===== src/verilog/ahb_pkg.sv =====
`default_nettype none

package ahb_pkg;

    localparam int haddr_width = 4;
    localparam int hdata_width = 16;

    typedef enum logic [1:0] {
        htrans_idle   = 2'b00,
        htrans_busy   = 2'b01,
        htrans_nonseq = 2'b10,
        htrans_seq    = 2'b11
    } htrans_t;

    typedef enum logic {
        hsize_byte     = 1'b0,
        hsize_halfword = 1'b1
    } hsize_t;

    localparam logic [haddr_width-1:0] addr_status_lo = 4'd0;
    localparam logic [haddr_width-1:0] addr_status_hi = 4'd1;
    localparam logic [haddr_width-1:0] addr_result_lo = 4'd2;
    localparam logic [haddr_width-1:0] addr_result_hi = 4'd3;
    localparam logic [haddr_width-1:0] addr_sample_lo = 4'd4;
    localparam logic [haddr_width-1:0] addr_sample_hi = 4'd5;

    // Coefficient k sits at 6+2k and 7+2k.
    localparam logic [haddr_width-1:0] addr_coeff_base = 4'd6;

    localparam logic [haddr_width-1:0] addr_new_coeff = 4'd14;
    localparam logic [haddr_width-1:0] addr_reserved  = 4'd15;

endpackage

`default_nettype wire


===== src/verilog/fir_pkg.sv =====
`default_nettype none

package fir_pkg;

    localparam int data_width        = 16;
    localparam int num_taps          = 4;
    localparam int coeff_index_width = 2;
    localparam int acc_width         = 34;
    localparam int frac_bits         = 15;

    localparam int status_busy_bit  = 0;
    localparam int status_error_bit = 8;

    typedef enum logic [1:0] {
        fir_idle    = 2'b00,
        fir_shift   = 2'b01,
        fir_mac     = 2'b10,
        fir_publish = 2'b11
    } fir_state_t;

    typedef enum logic [1:0] {
        loader_idle  = 2'b00,
        loader_load  = 2'b01,
        loader_clear = 2'b10
    } loader_state_t;

endpackage

`default_nettype wire


===== src/verilog/ahb_lite_slave.sv =====
`timescale 1ns/100ps
`default_nettype none

module ahb_lite_slave
    import ahb_pkg::*;
    import fir_pkg::*;
(
    input  wire                          clk,
    input  wire                          rst,
    input  wire                          hsel,
    input  wire  [haddr_width-1:0]       haddr,
    input  wire                          hsize,
    input  wire  [1:0]                   htrans,
    input  wire                          hwrite,
    input  wire  [hdata_width-1:0]       hwdata,
    output logic [hdata_width-1:0]       hrdata,
    output logic                         hresp,
    input  wire  [coeff_index_width-1:0] coefficient_num,
    input  wire                          clear_coeff_set,
    input  wire                          modwait,
    input  wire  [data_width-1:0]        fir_out,
    input  wire                          err,
    output logic [data_width-1:0]        sample_data,
    output logic                         data_ready,
    output logic                         new_coefficient_set,
    output logic [data_width-1:0]        fir_coefficient
);

    logic [data_width-1:0]        coeff_regs [num_taps];
    logic                         accept;
    logic                         bad_access;
    logic [haddr_width-1:0]       rd_offset;
    logic [haddr_width-1:0]       wr_offset;
    logic [hdata_width-1:0]       status_word;
    logic [hdata_width-1:0]       rd_word;
    logic [hdata_width-1:0]       rd_lane;
    logic                         dp_write;
    logic [haddr_width-1:0]       dp_addr;
    hsize_t                       dp_size;

    // Keeps the untouched byte of a register on a byte write.
    function automatic logic [hdata_width-1:0] lane_merge(
        input logic [hdata_width-1:0] old_word,
        input logic [hdata_width-1:0] new_word,
        input hsize_t                 size,
        input logic                   odd
    );
        logic [hdata_width-1:0] merged;
        merged = new_word;
        if (size == hsize_byte) begin
            if (odd) begin
                merged[7:0] = old_word[7:0];
            end else begin
                merged[hdata_width-1:8] = old_word[hdata_width-1:8];
            end
        end
        return merged;
    endfunction

    assign accept = hsel && (htrans == htrans_nonseq || htrans == htrans_seq);
    assign bad_access = accept && ((hwrite && haddr <= addr_result_hi) || haddr == addr_reserved);

    assign rd_offset = haddr - addr_coeff_base;
    assign wr_offset = dp_addr - addr_coeff_base;
    assign fir_coefficient = coeff_regs[coefficient_num];

    always_comb begin
        status_word = '0;
        status_word[status_busy_bit] = new_coefficient_set | modwait;
        status_word[status_error_bit] = err;
    end

    always_comb begin
        case (haddr)
            addr_status_lo, addr_status_hi: rd_word = status_word;
            addr_result_lo, addr_result_hi: rd_word = fir_out;
            addr_sample_lo, addr_sample_hi: rd_word = sample_data;
            addr_new_coeff:                 rd_word = hdata_width'(new_coefficient_set);
            addr_reserved:                  rd_word = '0;
            default:                        rd_word = coeff_regs[rd_offset[coeff_index_width:1]];
        endcase
        rd_lane = rd_word;
        if (hsize == hsize_byte) begin
            if (haddr[0]) begin
                rd_lane = {rd_word[hdata_width-1:8], 8'h00};  // High byte stays in its lane.
            end else begin
                rd_lane = {8'h00, rd_word[7:0]};
            end
        end
    end

    always_ff @(posedge clk) begin
        dp_addr <= haddr;
        dp_size <= hsize_t'(hsize);
    end

    always_ff @(posedge clk) begin
        if (rst) begin
            hrdata              <= '0;
            hresp               <= 1'b0;
            dp_write            <= 1'b0;
            data_ready          <= 1'b0;
            new_coefficient_set <= 1'b0;
            sample_data         <= '0;
            for (int i = 0; i < num_taps; i++) begin
                coeff_regs[i] <= '0;
            end
        end else begin
            hresp    <= bad_access;
            hrdata   <= (accept && !hwrite && !bad_access) ? rd_lane : '0;
            dp_write <= accept && hwrite && !bad_access;
            data_ready <= dp_write && dp_size == hsize_halfword &&
                          (dp_addr == addr_sample_lo || dp_addr == addr_sample_hi);
            if (clear_coeff_set) begin
                new_coefficient_set <= 1'b0;
            end
            if (dp_write) begin
                case (dp_addr)
                    addr_sample_lo, addr_sample_hi: begin
                        sample_data <= lane_merge(sample_data, hwdata, dp_size, dp_addr[0]);
                    end
                    addr_new_coeff: begin
                        new_coefficient_set <= hwdata[0];  // Bus set wins over the clear.
                    end
                    default: begin
                        coeff_regs[wr_offset[coeff_index_width:1]] <= lane_merge(
                            coeff_regs[wr_offset[coeff_index_width:1]],
                            hwdata, dp_size, dp_addr[0]);
                    end
                endcase
            end
        end
    end

endmodule

`default_nettype wire


===== src/verilog/coefficient_loader.sv =====
`timescale 1ns/100ps
`default_nettype none

module coefficient_loader
    import fir_pkg::*;
(
    input  wire                          clk,
    input  wire                          rst,
    input  wire                          new_coefficient_set,
    input  wire                          modwait,
    output logic [coeff_index_width-1:0] coefficient_num,
    output logic                         load_coeff,
    output logic                         loading,
    output logic                         clear_coeff_set
);

    loader_state_t                state;
    logic [coeff_index_width-1:0] count;

    always_ff @(posedge clk) begin
        if (rst) begin
            state <= loader_idle;
            count <= '0;
        end else begin
            case (state)
                loader_idle: begin
                    if (new_coefficient_set && !modwait) begin  // Never reload mid-filter.
                        state <= loader_load;
                        count <= '0;
                    end
                end
                loader_load: begin
                    count <= count + 1'b1;
                    if (count == coeff_index_width'(num_taps - 1)) begin
                        state <= loader_clear;
                    end
                end
                loader_clear: begin
                    state <= loader_idle;
                end
                default: begin
                    state <= loader_idle;
                end
            endcase
        end
    end

    assign coefficient_num = count;
    assign loading         = (state == loader_load);
    assign load_coeff      = (state == loader_load);
    assign clear_coeff_set = (state == loader_clear);  // The flag drops one cycle later.

endmodule

`default_nettype wire


===== src/verilog/fir_controller.sv =====
`timescale 1ns/100ps
`default_nettype none

module fir_controller
    import fir_pkg::*;
(
    input  wire                          clk,
    input  wire                          rst,
    input  wire                          data_ready,
    input  wire                          loading,
    output logic                         modwait,
    output logic                         shift_sample,
    output logic                         clear_acc,
    output logic                         mac_en,
    output logic [coeff_index_width-1:0] tap_index,
    output logic                         publish
);

    fir_state_t state;

    always_ff @(posedge clk) begin
        if (rst) begin
            state     <= fir_idle;
            tap_index <= '0;
        end else begin
            case (state)
                fir_idle: begin
                    if (data_ready && !loading) begin  // A strobe seen while busy is lost.
                        state <= fir_shift;
                    end
                end
                fir_shift: begin
                    tap_index <= '0;
                    state     <= fir_mac;
                end
                fir_mac: begin
                    tap_index <= tap_index + 1'b1;
                    if (tap_index == coeff_index_width'(num_taps - 1)) begin
                        state <= fir_publish;
                    end
                end
                fir_publish: begin
                    state <= fir_idle;
                end
                default: begin
                    state <= fir_idle;
                end
            endcase
        end
    end

    // Shift and clear share one cycle, so a sample takes six busy cycles.
    assign modwait      = (state != fir_idle);
    assign shift_sample = (state == fir_shift);
    assign clear_acc    = (state == fir_shift);
    assign mac_en       = (state == fir_mac);
    assign publish      = (state == fir_publish);

endmodule

`default_nettype wire


===== src/verilog/fir_datapath.sv =====
`timescale 1ns/100ps
`default_nettype none

module fir_datapath
    import fir_pkg::*;
(
    input  wire                          clk,
    input  wire                          rst,
    input  wire  signed [data_width-1:0] sample_data,
    input  wire  signed [data_width-1:0] fir_coefficient,
    input  wire  [coeff_index_width-1:0] coefficient_num,
    input  wire                          load_coeff,
    input  wire                          shift_sample,
    input  wire                          clear_acc,
    input  wire                          mac_en,
    input  wire  [coeff_index_width-1:0] tap_index,
    input  wire                          publish,
    output logic signed [data_width-1:0] fir_out,
    output logic                         err
);

    logic signed [data_width-1:0] taps   [num_taps];
    logic signed [data_width-1:0] coeffs [num_taps];
    logic signed [acc_width-1:0]  acc;
    logic signed [acc_width-1:0]  product;
    logic signed [acc_width-1:0]  shifted;
    logic [acc_width-data_width:0] upper;
    logic                         overflow;
    logic signed [data_width-1:0] saturated;

    assign product = acc_width'(taps[tap_index])
                   * acc_width'(coeffs[tap_index]);  // Sign extended to the accumulator.
    assign shifted = acc >>> frac_bits;

    // The result fits only when every bit above the sign bit matches it.
    assign upper    = shifted[acc_width-1:data_width-1];
    assign overflow = !((&upper) || !(|upper));

    always_comb begin
        saturated = shifted[data_width-1:0];
        if (overflow) begin
            saturated = shifted[acc_width-1] ? {1'b1, {(data_width-1){1'b0}}}
                                             : {1'b0, {(data_width-1){1'b1}}};
        end
    end

    always_ff @(posedge clk) begin
        if (rst) begin
            acc     <= '0;
            fir_out <= '0;
            err     <= 1'b0;
            for (int i = 0; i < num_taps; i++) begin
                taps[i]   <= '0;
                coeffs[i] <= '0;
            end
        end else begin
            if (shift_sample) begin
                taps[0] <= sample_data;  // Newest sample is tap 0.
                for (int i = 1; i < num_taps; i++) begin
                    taps[i] <= taps[i-1];
                end
            end
            if (load_coeff) begin
                coeffs[coefficient_num] <= fir_coefficient;
            end
            if (clear_acc) begin
                acc <= '0;
            end else if (mac_en) begin
                acc <= acc + product;
            end
            if (publish) begin
                fir_out <= saturated;
                err     <= overflow;
            end
        end
    end

endmodule

`default_nettype wire


===== src/verilog/ahb_lite_fir_filter.sv =====
`timescale 1ns/100ps
`default_nettype none

module ahb_lite_fir_filter
    import ahb_pkg::*;
    import fir_pkg::*;
(
    input  wire                    clk,
    input  wire                    rst,
    input  wire                    hsel,
    input  wire  [haddr_width-1:0] haddr,
    input  wire                    hsize,
    input  wire  [1:0]             htrans,
    input  wire                    hwrite,
    input  wire  [hdata_width-1:0] hwdata,
    output logic [hdata_width-1:0] hrdata,
    output logic                   hresp
);

    logic [data_width-1:0]        sample_data;
    logic [data_width-1:0]        fir_coefficient;
    logic [data_width-1:0]        fir_out;
    logic [coeff_index_width-1:0] coefficient_num;
    logic [coeff_index_width-1:0] tap_index;
    logic                         data_ready;
    logic                         new_coefficient_set;
    logic                         clear_coeff_set;
    logic                         load_coeff;
    logic                         loading;
    logic                         modwait;
    logic                         shift_sample;
    logic                         clear_acc;
    logic                         mac_en;
    logic                         publish;
    logic                         err;

    ahb_lite_slave ahb_lite_slave_i (
        .clk(clk), .rst(rst),
        .hsel(hsel), .haddr(haddr), .hsize(hsize), .htrans(htrans),
        .hwrite(hwrite), .hwdata(hwdata), .hrdata(hrdata), .hresp(hresp),
        .coefficient_num(coefficient_num), .clear_coeff_set(clear_coeff_set),
        .modwait(modwait), .fir_out(fir_out), .err(err),
        .sample_data(sample_data), .data_ready(data_ready),
        .new_coefficient_set(new_coefficient_set), .fir_coefficient(fir_coefficient)
    );

    coefficient_loader coefficient_loader_i (
        .clk(clk), .rst(rst),
        .new_coefficient_set(new_coefficient_set), .modwait(modwait),
        .coefficient_num(coefficient_num), .load_coeff(load_coeff),
        .loading(loading), .clear_coeff_set(clear_coeff_set)
    );

    fir_controller fir_controller_i (
        .clk(clk), .rst(rst),
        .data_ready(data_ready), .loading(loading), .modwait(modwait),
        .shift_sample(shift_sample), .clear_acc(clear_acc), .mac_en(mac_en),
        .tap_index(tap_index), .publish(publish)
    );

    fir_datapath fir_datapath_i (
        .clk(clk), .rst(rst),
        .sample_data(sample_data), .fir_coefficient(fir_coefficient),
        .coefficient_num(coefficient_num), .load_coeff(load_coeff),
        .shift_sample(shift_sample), .clear_acc(clear_acc), .mac_en(mac_en),
        .tap_index(tap_index), .publish(publish), .fir_out(fir_out), .err(err)
    );

endmodule

`default_nettype wire


===== config.mk =====
export PLATFORM = sky130hd
export DESIGN_NAME = ahb_lite_fir_filter
export DESIGN_NICKNAME = d
export VERILOG_FILES = /design/src/verilog/ahb_pkg.sv /design/src/verilog/fir_pkg.sv /design/src/verilog/ahb_lite_slave.sv /design/src/verilog/coefficient_loader.sv /design/src/verilog/fir_controller.sv /design/src/verilog/fir_datapath.sv /design/src/verilog/ahb_lite_fir_filter.sv
export SDC_FILE = /design/constraint.sdc
export NUM_CORES = 1
export LEC_CHECK = 0
export BUFFER_PORTS_ARGS = -buffer_cell sky130_fd_sc_hd__buf_4
export CAP_MARGIN = 20
export CORE_ASPECT_RATIO = 2
export CORE_MARGIN = 2
export CORE_UTILIZATION = 55
export DETAILED_ROUTE_END_ITERATION = 8
export PLACE_DENSITY = 0.72
export SYNTH_ARGS = -nofsm -noshare
export SYNTH_HDL_FRONTEND = slang
export SYNTH_SLANG_ARGS = --single-unit

===== constraint.sdc =====
create_clock -name clk -period 9.7 [get_ports clk]
set_input_delay 2.425 -clock clk [delete_from_list [all_inputs] [get_ports clk]]
set_output_delay 2.425 -clock clk [all_outputs]
set_load 0.03 [all_outputs]

==> summary.md, run 1 <==
| Metric | Value |
|---|---|
| Yosys Warn Count | `0` |
| Max_slew headroom | `28.32%` |
| Worst ir drop on vdd | `between 900 and 1000 uV` |
| Compound-Gate Fraction of Synth Area | `8.180%` |
| P_leak | `around 12 nW` |
| WHS | `0.4812 ns` |
| Met2 Track Usage GR | `45.80%` |
| Layout cell share with drive strength beyond 1 | `a little over a tenth` |
| Drt pass-1 iters | `5` |
| Hold/Removal Path Class | `flip-flop to flip-flop` |
| Most used cell, CP | `fa_1` |
| Largest family of logic cells by synthesized area | `adder cells` |
| Global route overflow | `0` |
| Max-slew violations | `0` |
| Avg Cell Area, Syn | `10.09 um2` |
| Via count | `17,260` |
| Routed WL | `~61 mm` |
| Most common cell in the synthesized netlist | `inv_1` |
| Initial antenna violation count | `0` |
| Global Route met3 Usage | `around 3.7%` |
| Critical path type | `flip-flop to flip-flop` |
| Vias per cell | `5.692` |
| CTS Buf Count | `30` |
| Tcrit/Tclk final | `between 90 and 100%` |
| Commonest cells in the netlist | `inv_1 (340), fa_1 (263), nor2_1 (224), and2_1 (217), nand2_1 (193)` |
| Nets | `2,864` |
| Clk_lat worst skew | `around 0.57 ns` |
| CP peak stage delay | `around 0.76 ns` |
| Final ANT Viol Nets | `0` |
| Width of the die | `~150 um` |
| Worst slew pin tran | `~1.1 ns` |
| Status | `completed` |
| Worst EP arrival | `about 9.6 ns` |
| Starting Density | `between 50% and 60%` |
| Root Buffer Master | `clkbuf_16` |
| Clock sink count | `approximately 300` |
| # fillers | `about 3,700` |
| Asr flop ratio synth | `0%` |
| Max H-tree Level | `1` |
| Crit end category | `flip-flop` |
| Port bufs | `42` |
| Syn_nets | `2,819` |
| RSZ-0062 raised after global routing | `false` |
| ANT cells | `0` |
| Met1 usage | `a little over a third` |
| WL per Instance | `between 20 and 25 um` |
| Final setup TNS | `0 ns` |
| Gr usage total | `between 20% and 30%` |
| I/O pins | `between 40 and 50` |
| Most used DFF post-synth | `edfxtp_1` |
| First-pass GRT wire length | `between 90 and 100 mm` |
| Mux share of post-synthesis cell area | `between 6 and 7%` |
| Routability cong. | `between 0.9 and 1` |
| Synth top area share | `between 20% and 30%` |
| Min Tclk post-route | `9.067 ns` |
| GR peak layer | `met2` |
| Core footprint | `43,910 um2` |
| FF+latch count, synth | `between 200 and 300` |
| Number of synthesized flops with an enable pin | `between 150 and 200` |
| Area leader, netlist | `edfxtp_1` |
| Mapped cell area | `approximately 24,000 um2` |
| Hold Fails Final Rpt | `0` |
| Startpoint Class | `flip-flop` |
| Post-synthesis simple-gate area fraction | `between 10% and 20%` |
| Synth area leaders | `edfxtp_1 (24%), fa_1 (22%), dfxtp_1 (8.6%)` |
| Max frequency | `about 110 MHz` |
| Netlist cell types | `between 60 and 70` |
| Crit path max fanout | `30` |
| Post-synthesis sequential area ratio | `between 30% and 40%` |
| Rows | `~110` |
| Worst Path Required | `~10 ns` |
| Initial DRC count | `approximately 1,200` |
| Slowest CP cell | `mux4_2` |
| Full die area | `roughly 46,000 um2` |
| Die Height | `around 300 um` |
| Synthesized instance count | `around 2,400` |
| CTS Buffer Depth | `3` |
| Worst-path clk slew | `~0.06 ns` |
| Power per cell area | `roughly 380 nW/um2` |
| Largest net degree at the start of global routing | `between 80 and 90` |
| Postcts setup bufs | `0` |
| CTS tree | `yes` |
| Final setup violation count | `0` |
| Final Skew | `about 0.023 ns` |
| Synth Area in XOR/XNOR | `between 2 and 2.5%` |
| Area Growth Syn to Fin | `9.544%` |
| Vias in the first global route | `between 15,000 and 20,000` |
| Post-DP HPWL | `approximately 46 mm` |
| DRC violations left | `0` |
| Adder-cell area share of the yosys netlist | `27.89%` |
| Max-Cap Viols | `0` |
metrics by stage:
stage / util (%) / power [mW] / instance area, um2 / setup WS (ns) / instances
CTS: 60.52 / 10.12 / 26580 / 0.4936 / 3029
finish: 60.63 / 10.10 / 26630 / 0.6333 / 3032
detailed placement: 58.09 / 8.808 / 25510 / 0.5905 / 2973
global placement: 58.09 / 8.656 / 25510 / 0.6637 / 2973
floorplan: - / 6.837 / 24310 / 0.6581 / 2408
global route: 60.63 / 11.06 / 26630 / 0.01517 / 3032
final timing paths:
kind	startpoint	to	slack [ns]	depth (start not counted)
max	flip-flop	fir_datapath_i.acc[33]	0.63	34
min	fir_datapath_i.fir_out[10]	fir_datapath_i.fir_out[10]	0.48	2
max reg2reg	flip-flop	fir_datapath_i.acc[33]	0.63	34
min reg2reg	fir_datapath_i.fir_out[10]	fir_datapath_i.fir_out[10]	0.48	2
registers in the layout (all words and copies together), names as in the netlist, named ones only:
name,cells
coefficient_loader_i.coefficient_num,2
fir_datapath_i.taps,64
ahb_lite_slave_i.sample_data,16
ahb_lite_slave_i.coeff_regs,64
ahb_lite_slave_i.hresp,1
ahb_lite_slave_i.dp_write,1
ahb_lite_slave_i.hrdata,16
fir_datapath_i.err,1
ahb_lite_slave_i.dp_addr,4
fir_datapath_i.acc,34
fir_controller_i.tap_index,2
fir_datapath_i.fir_out,16
fir_datapath_i.coeffs,64
ahb_lite_slave_i.data_ready,1
ahb_lite_slave_i.dp_size,1
coefficient_loader_i.state,2
fir_controller_i.state,2
ahb_lite_slave_i.new_coefficient_set,1
worst max-delay path, delay by kind of cell (launching register included):
kind	cells	cell delay (ns)
AOI/OAI and AO/OA	9	1.56
xor gates and xnor gates	2	0.36
adders and majority gates	8	3.95
buffers and inverters	6	0.63
DFF	1	0.36
muxes	1	0.76
and+or+nand+nor	8	1.32
placed cells by master, fill, tap and decap left out, types with 19 or more instances in the layout:
cell,synthesis,final
inv_1,340,340
nand2b_1,22,22
nand2_1,193,193
buf_4,0,107
a21o_1,20,20
mux2i_1,58,58
nor3_1,45,45
o21ai_0,62,59
nor2b_1,37,35
clkbuf_16,0,30
o21ai_1,17,19
fa_1,263,263
ha_1,121,121
and2_1,217,217
mux2_2,31,31
a21oi_1,95,95
mux4_2,30,30
dfxtp_1,104,102
nor2_1,224,224
edfxtp_1,192,192
o21a_1,23,22
xnor2_1,41,41
cells by family after synthesis:
family,after synthesis
compound gates,312
mux,119
flops,296
simple gates,801
buf+inv,441
fa+ha+maj,384
xor+xnor,55
report_power, final:
group          leakage [nW]  internal (mW)  switching [mW]
Sequential             2.85           1.44          0.0395
Clock                 0.515          0.751           0.490
Combinational          8.39           3.11            4.26
Total                  11.8           5.31            4.79
per-layer routing:
| layer | part of all wire (%) | vias to the layer above |
|---|---|---|
| met5 | 0 | - |
| met4 | 5.2 | 0 |
| met3 | 6.4 | 141 |
| met2 | 49 | 593 |
| met1 | 39 | 8565 |
| li1 | - | 7960 |
timing repair:
| item | 4_1_cts | 5_1_grt |
|---|---|---|
| resized for setup | 0 | 8 |
| hold buffers | 0 | 0 |
| setup endpoints to repair | 0 | 2 |
cell type report:
cell class,count,area [um2],share of cell area (%)
clock buffers,39,814.5,3.059
clock inverters,17,251.5,0.9445
inverters,342,1285,4.826
multi-input cells,1671,14830,55.70
flip-flops and latches,296,7853,29.49
well taps,555,694.4,2.608
repair buffers,112,898.4,3.374
Note: power is estimated with default switching activity, not from simulation.
==> inputs of run 2 (changes only) <==
- CELL_PAD_IN_SITES_DETAIL_PLACEMENT: not set -> 1
- CELL_PAD_IN_SITES_GLOBAL_PLACEMENT: not set -> 1
- CORE_UTILIZATION: 55 -> 47
- PLACE_DENSITY: 0.72 -> 0.76
==> run 2 against run 1 <==
  * Non-clock buffer count increased by 24
  * Clock skew is 0.0024 ns higher
  * Setup slack lost 0.28 ns
  * Critical path type unchanged
==> summary.md, run 2 (synthesis gave the netlist of run 1 again) <==
| Metric | Value |
|---|---|
| Status | `completed` |
| Clk_lat worst skew | `0.57 ns (about the same)` |
| Rows | `117 (+7.3%)` |
| Max-slew violations | `0 (unchanged)` |
| Final Skew | `0.02522 ns (+0.002369 ns)` |
| Die Height | `325.6 um (+8.1%)` |
| Final ANT Viol Nets | `0 (unchanged)` |
| Post-Place Cells | `3,091 (+4.0%)` |
| Layout cell share with drive strength beyond 1 | `11.62% (+0.92 points)` |
| Final Instance Count excl. Fillers | `3,149 (+3.9%)` |
| Max frequency | `107.0 MHz (-3.0%)` |
| Initial antenna violation count | `1 (+1)` |
| Largest net degree at the start of global routing | `65 (-27%)` |
| Final core utilization | `52.64% (-8.0 points)` |
| Root Buffer Master | `clkbuf_16` |
| Most common cell after layout, fill and taps aside | `inv_1` |
| Startpoint Class | `flip-flop` |
| I/O pins | `44 (unchanged)` |
| Most used cell, CP | `fa_1` |
| Worst slew pin tran | `1.141 ns (+0.06545 ns)` |
| WL per Instance | `24.00 um (+20%)` |
| Hold Fails Final Rpt | `0 (unchanged)` |
| CTS Buf Count | `27 (-10%)` |
| Core footprint | `50,940 um2 (+16%)` |
| Via count | `17,800 (+3.1%)` |
| Min Tclk post-route | `9.345 ns (+0.2784 ns)` |
| Register area | `7855 um2 (about the same)` |
| Critical path type | `flip-flop to flip-flop` |
| Post-CTS Hold Buffers | `0 (unchanged)` |
| Slowest CP cell | `mux4_2` |
| Drt pass-1 iters | `5 (unchanged)` |
| Initial DRC count | `650 (-45%)` |
| Commonest cells after routing, fill and taps aside | `inv_1 (340), fa_1 (261), nor2_1 (224)` |
| Max H-tree Level | `1 (unchanged)` |
| Width of the die | `164.8 um (+8.0%)` |
| DRC violations left | `0 (unchanged)` |
| Largest regs | `ahb_lite_slave_i.coeff_regs (64), fir_datapath_i.coeffs (64), fir_datapath_i.taps (64)` |
| Final setup violation count | `0 (unchanged)` |
| Routability cong. | `0.9655 (+5.7%)` |
| Vias per cell | `5.651 (-0.72%)` |
| CTS Buffer Depth | `3 (unchanged)` |
| CTS tree | `yes` |
| First-pass GRT wire length | `115.6 mm (+16%)` |
| Nets | `2,886 (+0.77%)` |
| Routed WL | `75.59 mm (+24%)` |
| Max_slew headroom | `23.96% (-4.4 points)` |
| CP peak stage delay | `0.71 ns (-0.05 ns)` |
| Crit path max fanout | `19 (-37%)` |
| Tcrit/Tclk final | `96.34% (+2.9 points)` |
| Worst EP arrival | `9.83 ns (+0.28 ns)` |
| Multi-input logic area | `14,880 um2 (+0.37%)` |
| Worst Path Required | `10.19 ns (about the same)` |
| Port bufs | `42 (unchanged)` |
| Crit end category | `flip-flop` |
| ANT cells | `0 (unchanged)` |
| Clock sink count | `296 (unchanged)` |
| # fillers | `5,624 (+53%)` |
| Worst-path clk slew | `0.07 ns (about the same)` |
| Area Growth Syn to Fin | `10.34%` |
| Global route overflow | `0 (unchanged)` |
| Final worst slack | `0.3550 ns (-0.2784 ns)` |
| Post-DP HPWL | `60.88 mm (+32%)` |
| Hold/Removal Path Class | `flip-flop to flip-flop` |
| Gr usage total | `28.90% (+1.4 points)` |
| Max-Cap Viols | `0 (unchanged)` |
| Starting Density | `47.71% (-7.6 points)` |
| Setup WS pre-CTS | `-0.1556 ns (-0.7462 ns)` |
| WHS | `0.4916 ns (+0.01038 ns)` |
| Full die area | `53,660 um2 (+17%)` |
| Vias in the first global route | `20,510 (+13%)` |
==> run 2: cell count changes in the layout (fill, tap and decap cells not counted), moves of 2 or more <==
cell	delta
bufinv_16	-2
buf_4	+25
o21ai_1	+4
buf_12	-2
o21ai_0	-5
o21a_1	-3
clkbuf_1	+2
fa_2	+2
clkbuf_16	-2
clkinv_1	-3
o21a_2	+2
fa_1	-2
==> run 2: path summary, 6_finish.rpt <==
kind,startpoint,endpoint,slack (ns),depth (start not counted)
worst max-delay path,flip-flop,fir_datapath_i.acc[33],0.35,34
worst min-delay path,fir_datapath_i.fir_out[3],fir_datapath_i.fir_out[3],0.49,2
worst max register to register,flip-flop,fir_datapath_i.acc[33],0.35,34
worst min register to register,fir_datapath_i.fir_out[3],fir_datapath_i.fir_out[3],0.49,2
==> run 2: critical path: cells and delay by family, from the launching register on <==
family          cells  cell delay, ns
compound gates      9            1.64
flops               1            0.43
mux                 1            0.71
fa+ha+maj           8            3.83
buf+inv             6            0.83
xor+xnor            2            0.43
simple gates        8            1.34
==> run 2: what timing repair did <==
action / 4_1_cts / 5_1_grt
setup endpoints to repair: 2 / 9
cloned: 0 / 2
gates resized for setup: 2 / 21
setup buffers: 0 / 7
pin swaps: 0 / 1
hold endpoints to repair: 0 / 0
==> run 2: routing by layer <==
metal | track usage (%) | vias up | wire, um
li1 | - | 7982 | -
met1 | 25.94 | 9117 | 22860
met2 | 55.53 | 421 | 42480
met3 | 3.170 | 276 | 2178
met4 | 24.27 | 0 | 8069
met5 | 0 | - | 0
==> run 2: metrics by stage <==
stage	setup TNS, ns	instance area [um2]
2_1_floorplan	0	24310
3_3_place_gp	0	25760
3_5_place_dp	-0.1556	25760
4_1_cts	0	26670
5_1_grt	-0.02634	26820
6_report	0	26820
==> run 2: layout make-up <==
cell class,instances,share of cell area (%)
Multi-Input combinational cell,1672,55.50
Inverter,342,4.791
Sequential cell,296,29.29
Timing Repair Buffer,136,3.980
Clock inverter,12,0.6532
Clock buffer,37,2.734
Tap cell,654,3.051
Power of run 2 is not shown: default switching activity piles up to over one toggle a cycle in this logic, so the estimate is an artifact.
